### config.mk
export PLATFORM = sky130hd
export DESIGN_NAME = noc_route_selector
export DESIGN_NICKNAME = d
export VERILOG_FILES = /design/src/noc_config_pkg.sv /design/src/noc_flit_pkg.sv /design/src/noc_route_selector.sv
export SDC_FILE = /design/constraint.sdc
export NUM_CORES = 1
export LEC_CHECK = 0
export BUFFER_PORTS_ARGS = -buffer_cell sky130_fd_sc_hd__buf_2
export CORE_MARGIN = 2
export CORE_UTILIZATION = 35
export CTS_CLUSTER_DIAMETER = 120
export DETAILED_ROUTE_END_ITERATION = 6
export GPL_TIMING_DRIVEN = 0
export HOLD_SLACK_MARGIN = 0.05
export PLACE_DENSITY = 0.83
export SETUP_SLACK_MARGIN = 0.05
export SLEW_MARGIN = 0
export SYNTH_ARGS = -nofsm -noshare
export SYNTH_HDL_FRONTEND = slang
export SYNTH_SLANG_ARGS = --single-unit
### constraint.sdc
create_clock -name clk -period 1.5 [get_ports clk]
set_input_delay 0 -clock clk [delete_from_list [all_inputs] [get_ports clk]]
set_output_delay 0 -clock clk [all_outputs]
set_load 0.005 [all_outputs]
### src/noc_config_pkg.sv
package noc_config_pkg;

  ////////////////////////////////////////////////////////////
  // mesh geometry
  ////////////////////////////////////////////////////////////

  localparam int id_x_width = 3;
  localparam int id_y_width = 3;

  ////////////////////////////////////////////////////////////
  // router slice ports
  ////////////////////////////////////////////////////////////

  localparam int num_inputs  = 2;
  localparam int num_outputs = 5;

  // index into the input ports, at least one bit.
  localparam int input_index_width = (num_inputs > 1) ? $clog2(num_inputs) : 1;

  // output numbering, also the bit order of a route.
  localparam int port_x_plus  = 0;
  localparam int port_x_minus = 1;
  localparam int port_y_plus  = 2;
  localparam int port_y_minus = 3;
  localparam int port_local   = 4;

endpackage

### src/noc_flit_pkg.sv
package noc_flit_pkg;

  import noc_config_pkg::*;

  ////////////////////////////////////////////////////////////
  // flit
  ////////////////////////////////////////////////////////////

  localparam int payload_width = 32;

  typedef enum logic {
    routing_x_y = 1'b0,  // x first, then y.
    routing_y_x = 1'b1   // y first, then x.
  } noc_routing_mode_t;

  // routing fields are only meaningful in a head flit.
  typedef struct packed {
    logic                     head;
    logic                     tail;
    noc_routing_mode_t        routing_mode;
    logic [id_x_width-1:0]    dest_x;
    logic [id_y_width-1:0]    dest_y;
    logic [payload_width-1:0] payload;
  } noc_flit_t;

  ////////////////////////////////////////////////////////////
  // route
  ////////////////////////////////////////////////////////////

  // one bit per output index.
  typedef enum logic [num_outputs-1:0] {
    route_none    = num_outputs'(0),
    route_x_plus  = num_outputs'(1 << port_x_plus),
    route_x_minus = num_outputs'(1 << port_x_minus),
    route_y_plus  = num_outputs'(1 << port_y_plus),
    route_y_minus = num_outputs'(1 << port_y_minus),
    route_local   = num_outputs'(1 << port_local)
  } noc_route_t;

endpackage

### src/noc_route_selector.sv
`timescale 1ns/100ps

module noc_route_selector
  import noc_config_pkg::*;
  import noc_flit_pkg::*;
(
  input  logic                   clk,
  input  logic                   rst_n,
  input  logic [id_x_width-1:0]  id_x,
  input  logic [id_y_width-1:0]  id_y,
  input  logic                   in_valid,
  input  noc_flit_t              in_flit,
  output logic                   in_ready,
  output logic [num_outputs-1:0] request,
  output logic                   sop,
  output logic                   eop,
  input  logic                   ready
);

  ////////////////////////////////////////////////////////////
  // dimension order routing
  ////////////////////////////////////////////////////////////

  function automatic noc_route_t order_route(
    input noc_routing_mode_t mode,
    input logic [3:0]        cmp
  );
    noc_route_t route;
    if (mode == routing_x_y) begin
      case (1'b1)
        cmp[port_x_plus]:  route = route_x_plus;
        cmp[port_x_minus]: route = route_x_minus;
        cmp[port_y_plus]:  route = route_y_plus;
        cmp[port_y_minus]: route = route_y_minus;
        default:           route = route_local;
      endcase
    end else begin
      case (1'b1)
        cmp[port_y_plus]:  route = route_y_plus;
        cmp[port_y_minus]: route = route_y_minus;
        cmp[port_x_plus]:  route = route_x_plus;
        cmp[port_x_minus]: route = route_x_minus;
        default:           route = route_local;
      endcase
    end
    return route;
  endfunction

  logic [3:0] compare;
  noc_route_t route_next;
  noc_route_t route_latched;
  noc_route_t route;

  always_comb begin
    compare               = '0;
    compare[port_x_plus]  = in_flit.dest_x > id_x;
    compare[port_x_minus] = in_flit.dest_x < id_x;
    compare[port_y_plus]  = in_flit.dest_y > id_y;
    compare[port_y_minus] = in_flit.dest_y < id_y;
  end

  assign route_next = order_route(in_flit.routing_mode, compare);

  ////////////////////////////////////////////////////////////
  // packet framing
  ////////////////////////////////////////////////////////////

  assign sop = in_valid && in_flit.head;
  assign eop = in_valid && ready && in_flit.tail;

  // head uses the fresh route, body and tail the held one.
  assign route = sop ? route_next : route_latched;

  always_ff @(posedge clk or negedge rst_n) begin
    if (!rst_n) begin
      route_latched <= route_none;
    end else if (eop) begin
      route_latched <= route_none;  // packet finished.
    end else if (sop) begin
      route_latched <= route_next;
    end
  end

  assign request  = in_valid ? route : route_none;
  assign in_ready = ready;  // already steered by the switch.

endmodule

==> results.json, run 1 <==
{
  "fin_crit_sh": 0.827,
  "slew-limit-headroom": 0.675,
  "first_global_vias": 511,
  "p_leak_uw": 0.000398,
  "fin_setup_tns_ns": 0,
  "rsz0062_at_grt": "no",
  "dr.pass1.iters": 5,
  "cts_made_buffers": 3,
  "htreeDepth": 1,
  "syn_to_final_growth_pct": 36.1,
  "synth.area.top_cells": "dfrtp_1 24%, ha_1 15%, a32o_1 5.9%",
  "drt_iter0_markers": 9,
  "slowest_stage": "ha_1",
  "overflow": 0,
  "ys_types": 27,
  "num-fill-cells": 134,
  "clk_latency_ns": 0.25,
  "place_ws_ns": 0.252,
  "vias": 564,
  "synth_common_cells": "8 x inv_1, 6 x ha_1, 5 x dfrtp_1, 5 x nor2_1, 4 x nand2_1",
  "r2r_end": "route_latched[1]",
  "cpMostUsedCell": "buf_2",
  "seq_area_frac_synth": 0.244,
  "period_needed_ns": 1.24,
  "core_um2": 1330,
  "fin_nets": 149,
  "synth_area_per_cell_um2": 8.55,
  "placementRows": 13,
  "critPathBufInv": 3,
  "multi_input_area_um2": 350,
  "path_max_fanout": 4,
  "clock_sinks": 5,
  "synthFlopType": "dfrtp_1",
  "max_stage_delay_ns": 0.33,
  "ios": 59,
  "ys_ff_latch": 5,
  "die_w_um": 42.3,
  "holdPathEnd": "route_latched[4]",
  "cp.arrival_ns": 1.24,
  "initial_core_util": 0.385,
  "ys_warn_count": 0,
  "pwr_density_cell_nw_per_um2": 680,
  "postCtsSetupRepairBufs": 0,
  "die-area_um2": 1790,
  "synth_top_area_share": 0.244,
  "synth_enable_flop_cells": 0,
  "fin_ws_ns": 0.260,
  "reg2regPathDepth": 1,
  "yosysMostFrequentCell": "inv_1",
  "syn_nets": 117,
  "crit_type": "in -> out",
  "critical_path.top_delay_family": "compound AO/OA/AOI/OAI gates",
  "top_regs": "route_latched: 5 flops",
  "vdd_drop_max_mv": 0.380,
  "clock_path_buffers": 2,
  "reg2reg_slack_ns": 0.77,
  "clockRootBuffer": "clkbuf_4",
  "fmax_ghz": 0.807,
  "grt_pass1_wl_um": 2150,
  "regMostFlops": "route_latched",
  "place_congestion": 0.842,
  "syn_inst": 60,
  "synth_area_um2": 513,
  "worstMarginPinSlew_ns": 0.482,
  "avgViaCountPerCell": 5.32,
  "drive_gt1_frac": 0.396,
  "antenna_cells": 0,
  "detail_route.wl_per_cell_um": 11.2,
  "async_reset_ff_frac": 1.00,
  "largest_register_ffs": 5,
  "status": "finished, final reports clean",
  "die_height_um": 42.3,
  "r2r-start": "route_latched[1]",
  "setup_viol": 0,
  "hp-start": "in_flit[39]",
  "portBuffers": 26,
  "yosysTopAreaCell": "dfrtp_1",
  "maxCapViolCount": 0,
  "hp-class": "in -> reg",
  "final_max_slew_viol_count": 0,
  "grtUsageTotal": 0.161,
  "cp_cell_sequence": "buf_2, inv_1, ha_1, nand3_1, a21bo_1, a211o_1, o21ai_2, buf_2",
  "grt_max_degree": 7,
  "worstSetupEndpointType": "output pin",
  "drc": 0,
  "antenna_left": 0,
  "antenna_found_initial": 0,
  "wirelength_um": 1190,
  "cp.required_ns": 1.50,
  "finClkSkew_ns": 0,
  "start_kind": "input port",
  "regArea_um2": 125,
  "whs_path_depth": 3,
  "cts_tree": "done",
  "clk_pin_slew_ns": 0.04,
  "final_hold_viol_count": 0
}
what timing repair did:
action,in CTS,in global routing
hold endpoints to repair,5,0
resized for setup,0,0
setup endpoints to repair,0,0
hold buffers,1,0
power by group:
part | total, µW | switching (µW) | leakage [µW] | internal [µW]
logic | 162 | 83.7 | 0.000315 | 77.8
registers | 155 | 7.20 | 0.0000676 | 148
clock network | 158 | 57.6 | 0.0000150 | 101
through the flow:
stage	power, µW	utilization	area [µm²]	hold slack [ns]	std cells
6_report	475	0.523	698	0.0680	106
2_1_floorplan	256	-	513	-0.296	60
3_5_place_dp	317	0.496	662	-0.177	101
4_1_cts	478	0.523	698	0.0719	106
5_1_grt	523	0.523	698	0.0840	106
3_3_place_gp	310	0.496	662	-0.178	101
layout make-up:
class                           instances  share of cell area
Multi-Input combinational cell         46               0.502
Inverter                                8              0.0430
Sequential cell                         5               0.179
Timing Repair Buffer                   27               0.201
Clock buffer                            4              0.0376
Tap cell                               15              0.0269
Buffer                                  1              0.0108
logic make-up (layout without fill, tap and decap cells):
logic type | Yosys count | after routing | synth area share
flip-flops | 5 | 5 | 0.244
AO/OA/AOI/OAI | 21 | 21 | 0.337
buffers and inverters | 9 | 40 | 0.0732
adder cells (fa/ha/maj) | 6 | 6 | 0.146
AND/OR/NAND/NOR | 19 | 19 | 0.200
worst max-delay path by stage:
stage | from | endpoint | depth (start not counted)
2_1_floorplan | id_x[2] | route_latched[0] | 6
3_5_place_dp | id_x[2] | request[0] | 8
5_1_grt | id_x[2] | request[3] | 8
4_1_cts | id_x[2] | request[0] | 8
3_3_place_gp | id_x[2] | request[0] | 8
6_report | id_x[2] | request[0] | 8
placed cells by master (no fill, tap or decap):
cell / instances
clkbuf_4: 3
nor2b_1: 1
clkbuf_1: 1
a211o_1: 1
nor2_1: 5
a32o_1: 3
a32oi_1: 1
o31ai_1: 2
nand2_1: 4
a21o_1: 1
o21ai_2: 3
nand2b_1: 1
and3_1: 1
nor3b_2: 1
a22o_1: 2
a31oi_1: 2
nand2_2: 1
and2_1: 1
nand3b_1: 1
dlygate4sd3_1: 1
buf_2: 26
ha_1: 6
buf_4: 1
o41ai_2: 1
o21ai_0: 2
nand3_1: 2
a21oi_1: 2
dfrtp_1: 5
a21bo_1: 1
inv_1: 8
nor3b_1: 1
per-layer routing:
metal,track usage,up-vias,routed length (µm)
li1,-,284,-
met1,0.185,258,494
met2,0.258,20,589
met3,0.0647,2,90
met4,0.0750,0,13
met5,0,-,0
Note: power is estimated with default switching activity, not from simulation.
==> run 2, diff against run 1 <==
--- a/config.mk
+++ b/config.mk
@@ -6,13 +6,14 @@
 export NUM_CORES = 1
 export LEC_CHECK = 0
 export BUFFER_PORTS_ARGS = -buffer_cell sky130_fd_sc_hd__buf_2
+export CORE_ASPECT_RATIO = 1.25
 export CORE_MARGIN = 2
-export CORE_UTILIZATION = 35
+export CORE_UTILIZATION = 29
 export CTS_CLUSTER_DIAMETER = 120
 export DETAILED_ROUTE_END_ITERATION = 6
 export GPL_TIMING_DRIVEN = 0
 export HOLD_SLACK_MARGIN = 0.05
-export PLACE_DENSITY = 0.83
+export PLACE_DENSITY = 0.74
 export SETUP_SLACK_MARGIN = 0.05
 export SLEW_MARGIN = 0
 export SYNTH_ARGS = -nofsm -noshare
==> constraint.sdc (replaced) <==
create_clock -name clk -period 1.08 [get_ports clk]
set_input_delay 0 -clock clk [delete_from_list [all_inputs] [get_ports clk]]
set_output_delay 0 -clock clk [all_outputs]
set_load 0.005 [all_outputs]
==> run 2 against run 1 <==
Net effect:
- the run now ends with setup timing left
- core utilization is 4.1 points higher
- wire length is 28% higher
- design area increased by 39%
- total power rose by 72%
- global-route usage fell by 0.55 points
- setup slack got worse by 0.30 ns
- worst hold slack improved by 0.013 ns
- register-to-register slack lost 0.39 ns
==> results.json, run 2 (same netlist as run 1, synthesis figures left out) <==
{
  "fin_nets": 156,
  "antenna_found_initial": 0,
  "clock_path_buffers": 2,
  "overflow": 0,
  "drive_gt1_frac": 0.653,
  "vdd_drop_max_mv": 0.726,
  "first_global_vias": 640,
  "hpwl_um": 1040,
  "detail_route.wl_per_cell_um": 12.9,
  "violations": "setup timing",
  "finish.utilization": 0.564,
  "core_um2": 1720,
  "start_kind": "input port",
  "max_stage_delay_ns": 0.34,
  "clk_pin_slew_ns": 0.04,
  "status": "complete, but fails checks",
  "final_cell_area_um2": 972,
  "portBuffers": 26,
  "die-area_um2": 2120,
  "regMostFlops": "route_latched",
  "grt_max_degree": 7,
  "hold_ws_ns": 0.0814,
  "slew-limit-headroom": 0.711,
  "path_max_fanout": 2,
  "fmax_ghz": 0.893,
  "place_ws_ns": -0.178,
  "worstMarginPinSlew_ns": 0.429,
  "final_cell_mix": "16 x buf_2, 10 x buf_6, 8 x buf_4",
  "met3_usage": 0.0636,
  "place.detailed.instances": 105,
  "grt_busiest_layer": "met2",
  "die_w_um": 41.6,
  "grt_pass1_wl_um": 2570,
  "layout_commonest_cell": "buf_2",
  "p_leak_uw": 0.000464,
  "drt_iter0_markers": 6,
  "die_height_um": 51.0,
  "final_max_slew_viol_count": 0,
  "slowest_stage": "o41ai_4",
  "pwr_density_cell_nw_per_um2": 841,
  "cp.required_ns": 1.08,
  "wirelength_um": 1510,
  "worstSetupEndpointType": "output pin",
  "drc": 0,
  "clock_sinks": 5,
  "htreeDepth": 1,
  "ios": 59,
  "use_met1": 0.158,
  "syn_to_final_growth_pct": 89.5,
  "hp-class": "in -> reg",
  "period_needed_ns": 1.12,
  "place_congestion": 0.780,
  "cp_cell_sequence": "buf_6, inv_2, ha_4, inv_1, o41ai_4, nor3b_4, a22o_1, buf_2",
  "final_cells": 117,
  "placementRows": 17,
  "fin_crit_sh": 1.04,
  "clockRootBuffer": "clkbuf_4",
  "cts_made_buffers": 3,
  "place_area_um2": 708,
  "cp.arrival_ns": 1.12,
  "antenna_left": 0,
  "final_hold_viol_count": 0,
  "avgViaCountPerCell": 5.19,
  "dr.pass1.iters": 4,
  "antenna_cells": 0,
  "crit_type": "in -> out",
  "clk_latency_ns": 0.24,
  "maxCapViolCount": 0,
  "initial_core_util": 0.298,
  "use_met2": 0.299,
  "cts_tree": "done",
  "fin_ws_ns": -0.0397,
  "top_regs": "route_latched: 5 flops",
  "finClkSkew_ns": 0,
  "grtUsageTotal": 0.155,
  "rsz0062_at_grt": "yes",
  "setup_viol": 3,
  "largest_register_ffs": 5,
  "vias": 607
}
## run 2: cell count changes in the layout (fill, tap and decap cells not counted), sizes merged
cell  change
buf       +7
## run 2: worst paths after layout
path / slack (ns) / start / depth (start not counted) / to
max: -0.04 / in_flit[35] / 8 / request[2]
min: 0.08 / in_flit[39] / 3 / route_latched[4]
max reg2reg: 0.38 / route_latched[4] / 2 / route_latched[4]
min reg2reg: 0.47 / route_latched[0] / 2 / route_latched[0]
max in group asynchronous: 0.84 / rst_n / 2 / route_latched[4]
min in group asynchronous: 0.11 / rst_n / 2 / route_latched[1]
## run 2: what timing repair did
action | CTS | global route
hold endpoints to repair | 5 | 0
buffers inserted | 7 | 1
pin swaps | 14 | 3
gates resized for setup | 32 | 1
hold buffers | 1 | 0
endpoints found under the setup margin | 5 | 5
## run 2: cell type report
class,count,area [µm²]
sequential,5,125
clock buffer,4,26.3
multi-input combinational,46,499
inverter,8,35.0
timing repair buffer,34,255
fill,145,751
tap,19,23.8
buffer,1,7.51
## run 2: where the power goes
group / total (µW) / switching (µW) / internal, µW
clock network: 215 / 75.0 / 140
registers: 214 / 8.73 / 205
logic: 389 / 173 / 216
## run 2: critical path, delay by kind of cell
kind,cells,cell delay (ns)
AOI/OAI and AO/OA,2,0.57
buffers and inverters,4,0.34
adders and majority gates,1,0.12
and+or+nand+nor,1,0.09
## run 2: metrics by stage
| step | TNS, ns | total power [µW] |
|---|---|---|
| 6_report | -0.103 | 817 |
| 5_1_grt | -0.359 | 872 |
| 4_1_cts | -0.0532 | 813 |
| 3_5_place_dp | -0.869 | 460 |
| 3_3_place_gp | -0.802 | 452 |
| 2_1_floorplan | 0 | 371 |
## run 2: layer usage
metal | vias up | wire length, µm
li1 | 299 | -
met1 | 283 | 628
met2 | 23 | 786
met3 | 2 | 86
met4 | 0 | 12
met5 | - | 0
==> run 3, diff against run 2 <==
--- a/config.mk
+++ b/config.mk
@@ -6,14 +6,13 @@
 export NUM_CORES = 1
 export LEC_CHECK = 0
 export BUFFER_PORTS_ARGS = -buffer_cell sky130_fd_sc_hd__buf_2
-export CORE_ASPECT_RATIO = 1.25
 export CORE_MARGIN = 2
-export CORE_UTILIZATION = 29
+export CORE_UTILIZATION = 32
 export CTS_CLUSTER_DIAMETER = 120
 export DETAILED_ROUTE_END_ITERATION = 6
 export GPL_TIMING_DRIVEN = 0
 export HOLD_SLACK_MARGIN = 0.05
-export PLACE_DENSITY = 0.74
+export PLACE_DENSITY_LB_ADDON = 0.1
 export SETUP_SLACK_MARGIN = 0.05
 export SLEW_MARGIN = 0
 export SYNTH_ARGS = -nofsm -noshare
==> constraint.sdc (replaced) <==
create_clock -name clk -period 1.07 [get_ports clk]
set_input_delay 0 -clock clk [delete_from_list [all_inputs] [get_ports clk]]
set_output_delay 0 -clock clk [all_outputs]
set_load 0.005 [all_outputs]
==> run 3 against run 2 <==
Net effect:
- highest routed layer is now met3
- clock power is essentially flat
- largest cell class unchanged
- sequential power about the same
- core utilization increased by 3.7 points
- first-iteration DRC count rose to 3.2 times the previous value
- wire length shrank 12%
- via count is 0.82% lower
- the run still ends with setup timing left
==> results.json, run 3 (same netlist as run 1, synthesis figures left out) <==
{
  "status": "complete, but fails checks",
  "violations": "setup timing",
  "avgViaCountPerCell": 5.47,
  "final_max_slew_viol_count": 0,
  "regMostFlops": "route_latched",
  "syn_to_final_growth_pct": 76.6,
  "switchingPower_uw": 250,
  "hold_ws_ns": 0.0803,
  "clk_latency_ns": 0.24,
  "clock_sinks": 5,
  "placementRows": 14,
  "place_congestion": 0.779,
  "slew-limit-headroom": 0.684,
  "drc": 0,
  "cts_made_buffers": 3,
  "crit_type": "in -> out",
  "first_global_vias": 609,
  "path_max_fanout": 2,
  "fin_nets": 152,
  "rsz0062_at_grt": "yes",
  "hpwl_um": 993,
  "p_sw_frac": 0.316,
  "fmax_ghz": 0.876,
  "initial_core_util": 0.341,
  "seqPwrFrac": 0.274,
  "htreeDepth": 1,
  "grt_pass1_wl_um": 2310,
  "worstSetupEndpointType": "output pin",
  "place_ws_ns": -0.130,
  "vias": 602,
  "clk_pin_slew_ns": 0.04,
  "antenna_left": 0,
  "die_height_um": 44.0,
  "grt_max_degree": 7,
  "pwr-share-clk": 0.275,
  "drt_iter0_markers": 19,
  "dr.pass1.iters": 4,
  "fin_crit_sh": 1.07,
  "pwr_density_cell_nw_per_um2": 874,
  "cp.required_ns": 1.07,
  "num-fill-cells": 138,
  "p_total_uw": 791,
  "final_hold_viol_count": 0,
  "die-area_um2": 1940,
  "top_layer": "met3",
  "met3_length_um": 107,
  "drive_gt1_frac": 0.628,
  "antenna_cells": 0,
  "detail_route.wl_per_cell_um": 12.1,
  "p_leak_uw": 0.000436,
  "final_cell_area_um2": 906,
  "antenna_found_initial": 0,
  "power.internal_uw": 541,
  "core_um2": 1510,
  "period_needed_ns": 1.14,
  "cp.arrival_ns": 1.14,
  "place_area_um2": 722,
  "setup_viol": 3,
  "largest_register_ffs": 5,
  "start_kind": "input port",
  "fin_setup_tns_ns": -0.0999,
  "top_regs": "route_latched: 5 flops",
  "layout_commonest_cell": "buf_2",
  "cts_tree": "done",
  "met2_length_um": 626,
  "clockRootBuffer": "clkbuf_4",
  "wirelength_um": 1330,
  "worstMarginPinSlew_ns": 0.470,
  "maxCapViolCount": 0,
  "clock_path_buffers": 2,
  "vdd_drop_max_mv": 0.889,
  "grtUsageTotal": 0.159,
  "wl_met1_um": 596,
  "hp-class": "in -> reg",
  "comb_power_share": 0.451,
  "portBuffers": 26,
  "fin_ws_ns": -0.0710,
  "die_w_um": 44.0,
  "overflow": 0,
  "finClkSkew_ns": 0,
  "final_cell_mix": "19 x buf_2, 7 x buf_6, 5 x ha_4, 5 x dfrtp_1",
  "ios": 59
}
[run 3: cell types whose count changed in the layout (fill, tap and decap cells not counted), sizes merged]
cell	delta
buf	-4
[run 3: worst paths after layout]
| kind | start | to | slack [ns] | cells after the start |
|---|---|---|---|---|
| worst min-delay path | in_flit[39] | route_latched[4] | 0.08 | 3 |
| worst min register to register | route_latched[0] | route_latched[0] | 0.48 | 2 |
| worst max-delay path | id_y[0] | request[0] | -0.07 | 7 |
| worst max register to register | route_latched[4] | route_latched[4] | 0.37 | 2 |
| max in group asynchronous | rst_n | route_latched[4] | 0.83 | 2 |
| min in group asynchronous | rst_n | route_latched[1] | 0.10 | 2 |
[run 3: power groups by stage]
stage / Combinational [µW] / Sequential [µW] / Clock [µW]
floorplan: 167 / 216 / 0
global placement: 253 / 218 / 0
detailed placement: 256 / 219 / 0
CTS: 348 / 216 / 226
global route: 390 / 217 / 238
finish: 357 / 217 / 217
[run 3: layout make-up]
type / instances / area, µm² / area share
multi-input combinational: 46 / 485 / 0.536
timing repair buffer: 30 / 206 / 0.228
sequential: 5 / 125 / 0.138
inverter: 8 / 35.0 / 0.0387
clock buffer: 4 / 26.3 / 0.0290
tap: 16 / 20.0 / 0.0221
buffer: 1 / 7.51 / 0.00829
[run 3: through the flow]
stage	utilization	cells
after floorplan	-	60
after global placement	0.479	102
after detailed placement	0.479	102
after CTS	0.595	110
after global routing	0.601	110
final	0.601	110
[run 3: critical path: stages]
cell and delay [ns]:
buf_2 0.10, ha_2 0.18, nor3b_2 0.16, a21bo_1 0.18, a211o_1 0.27, o21ai_2 0.13
buf_2 0.11
[run 3: what timing repair did]
action	CTS	global route
gates resized for setup	24	2
hold buffers	1	0
pin swaps	15	3
hold endpoints to repair	5	0
buffers inserted	3	0
cloned	0	0
setup endpoints to repair	5	5
[run 3: per-layer routing]
| layer | up-vias | GRT usage |
|---|---|---|
| met5 | - | 0 |
| met2 | 22 | 0.276 |
| li1 | 291 | - |
| met1 | 289 | 0.190 |
| met3 | 0 | 0.0612 |
| met4 | 0 | 0.0242 |
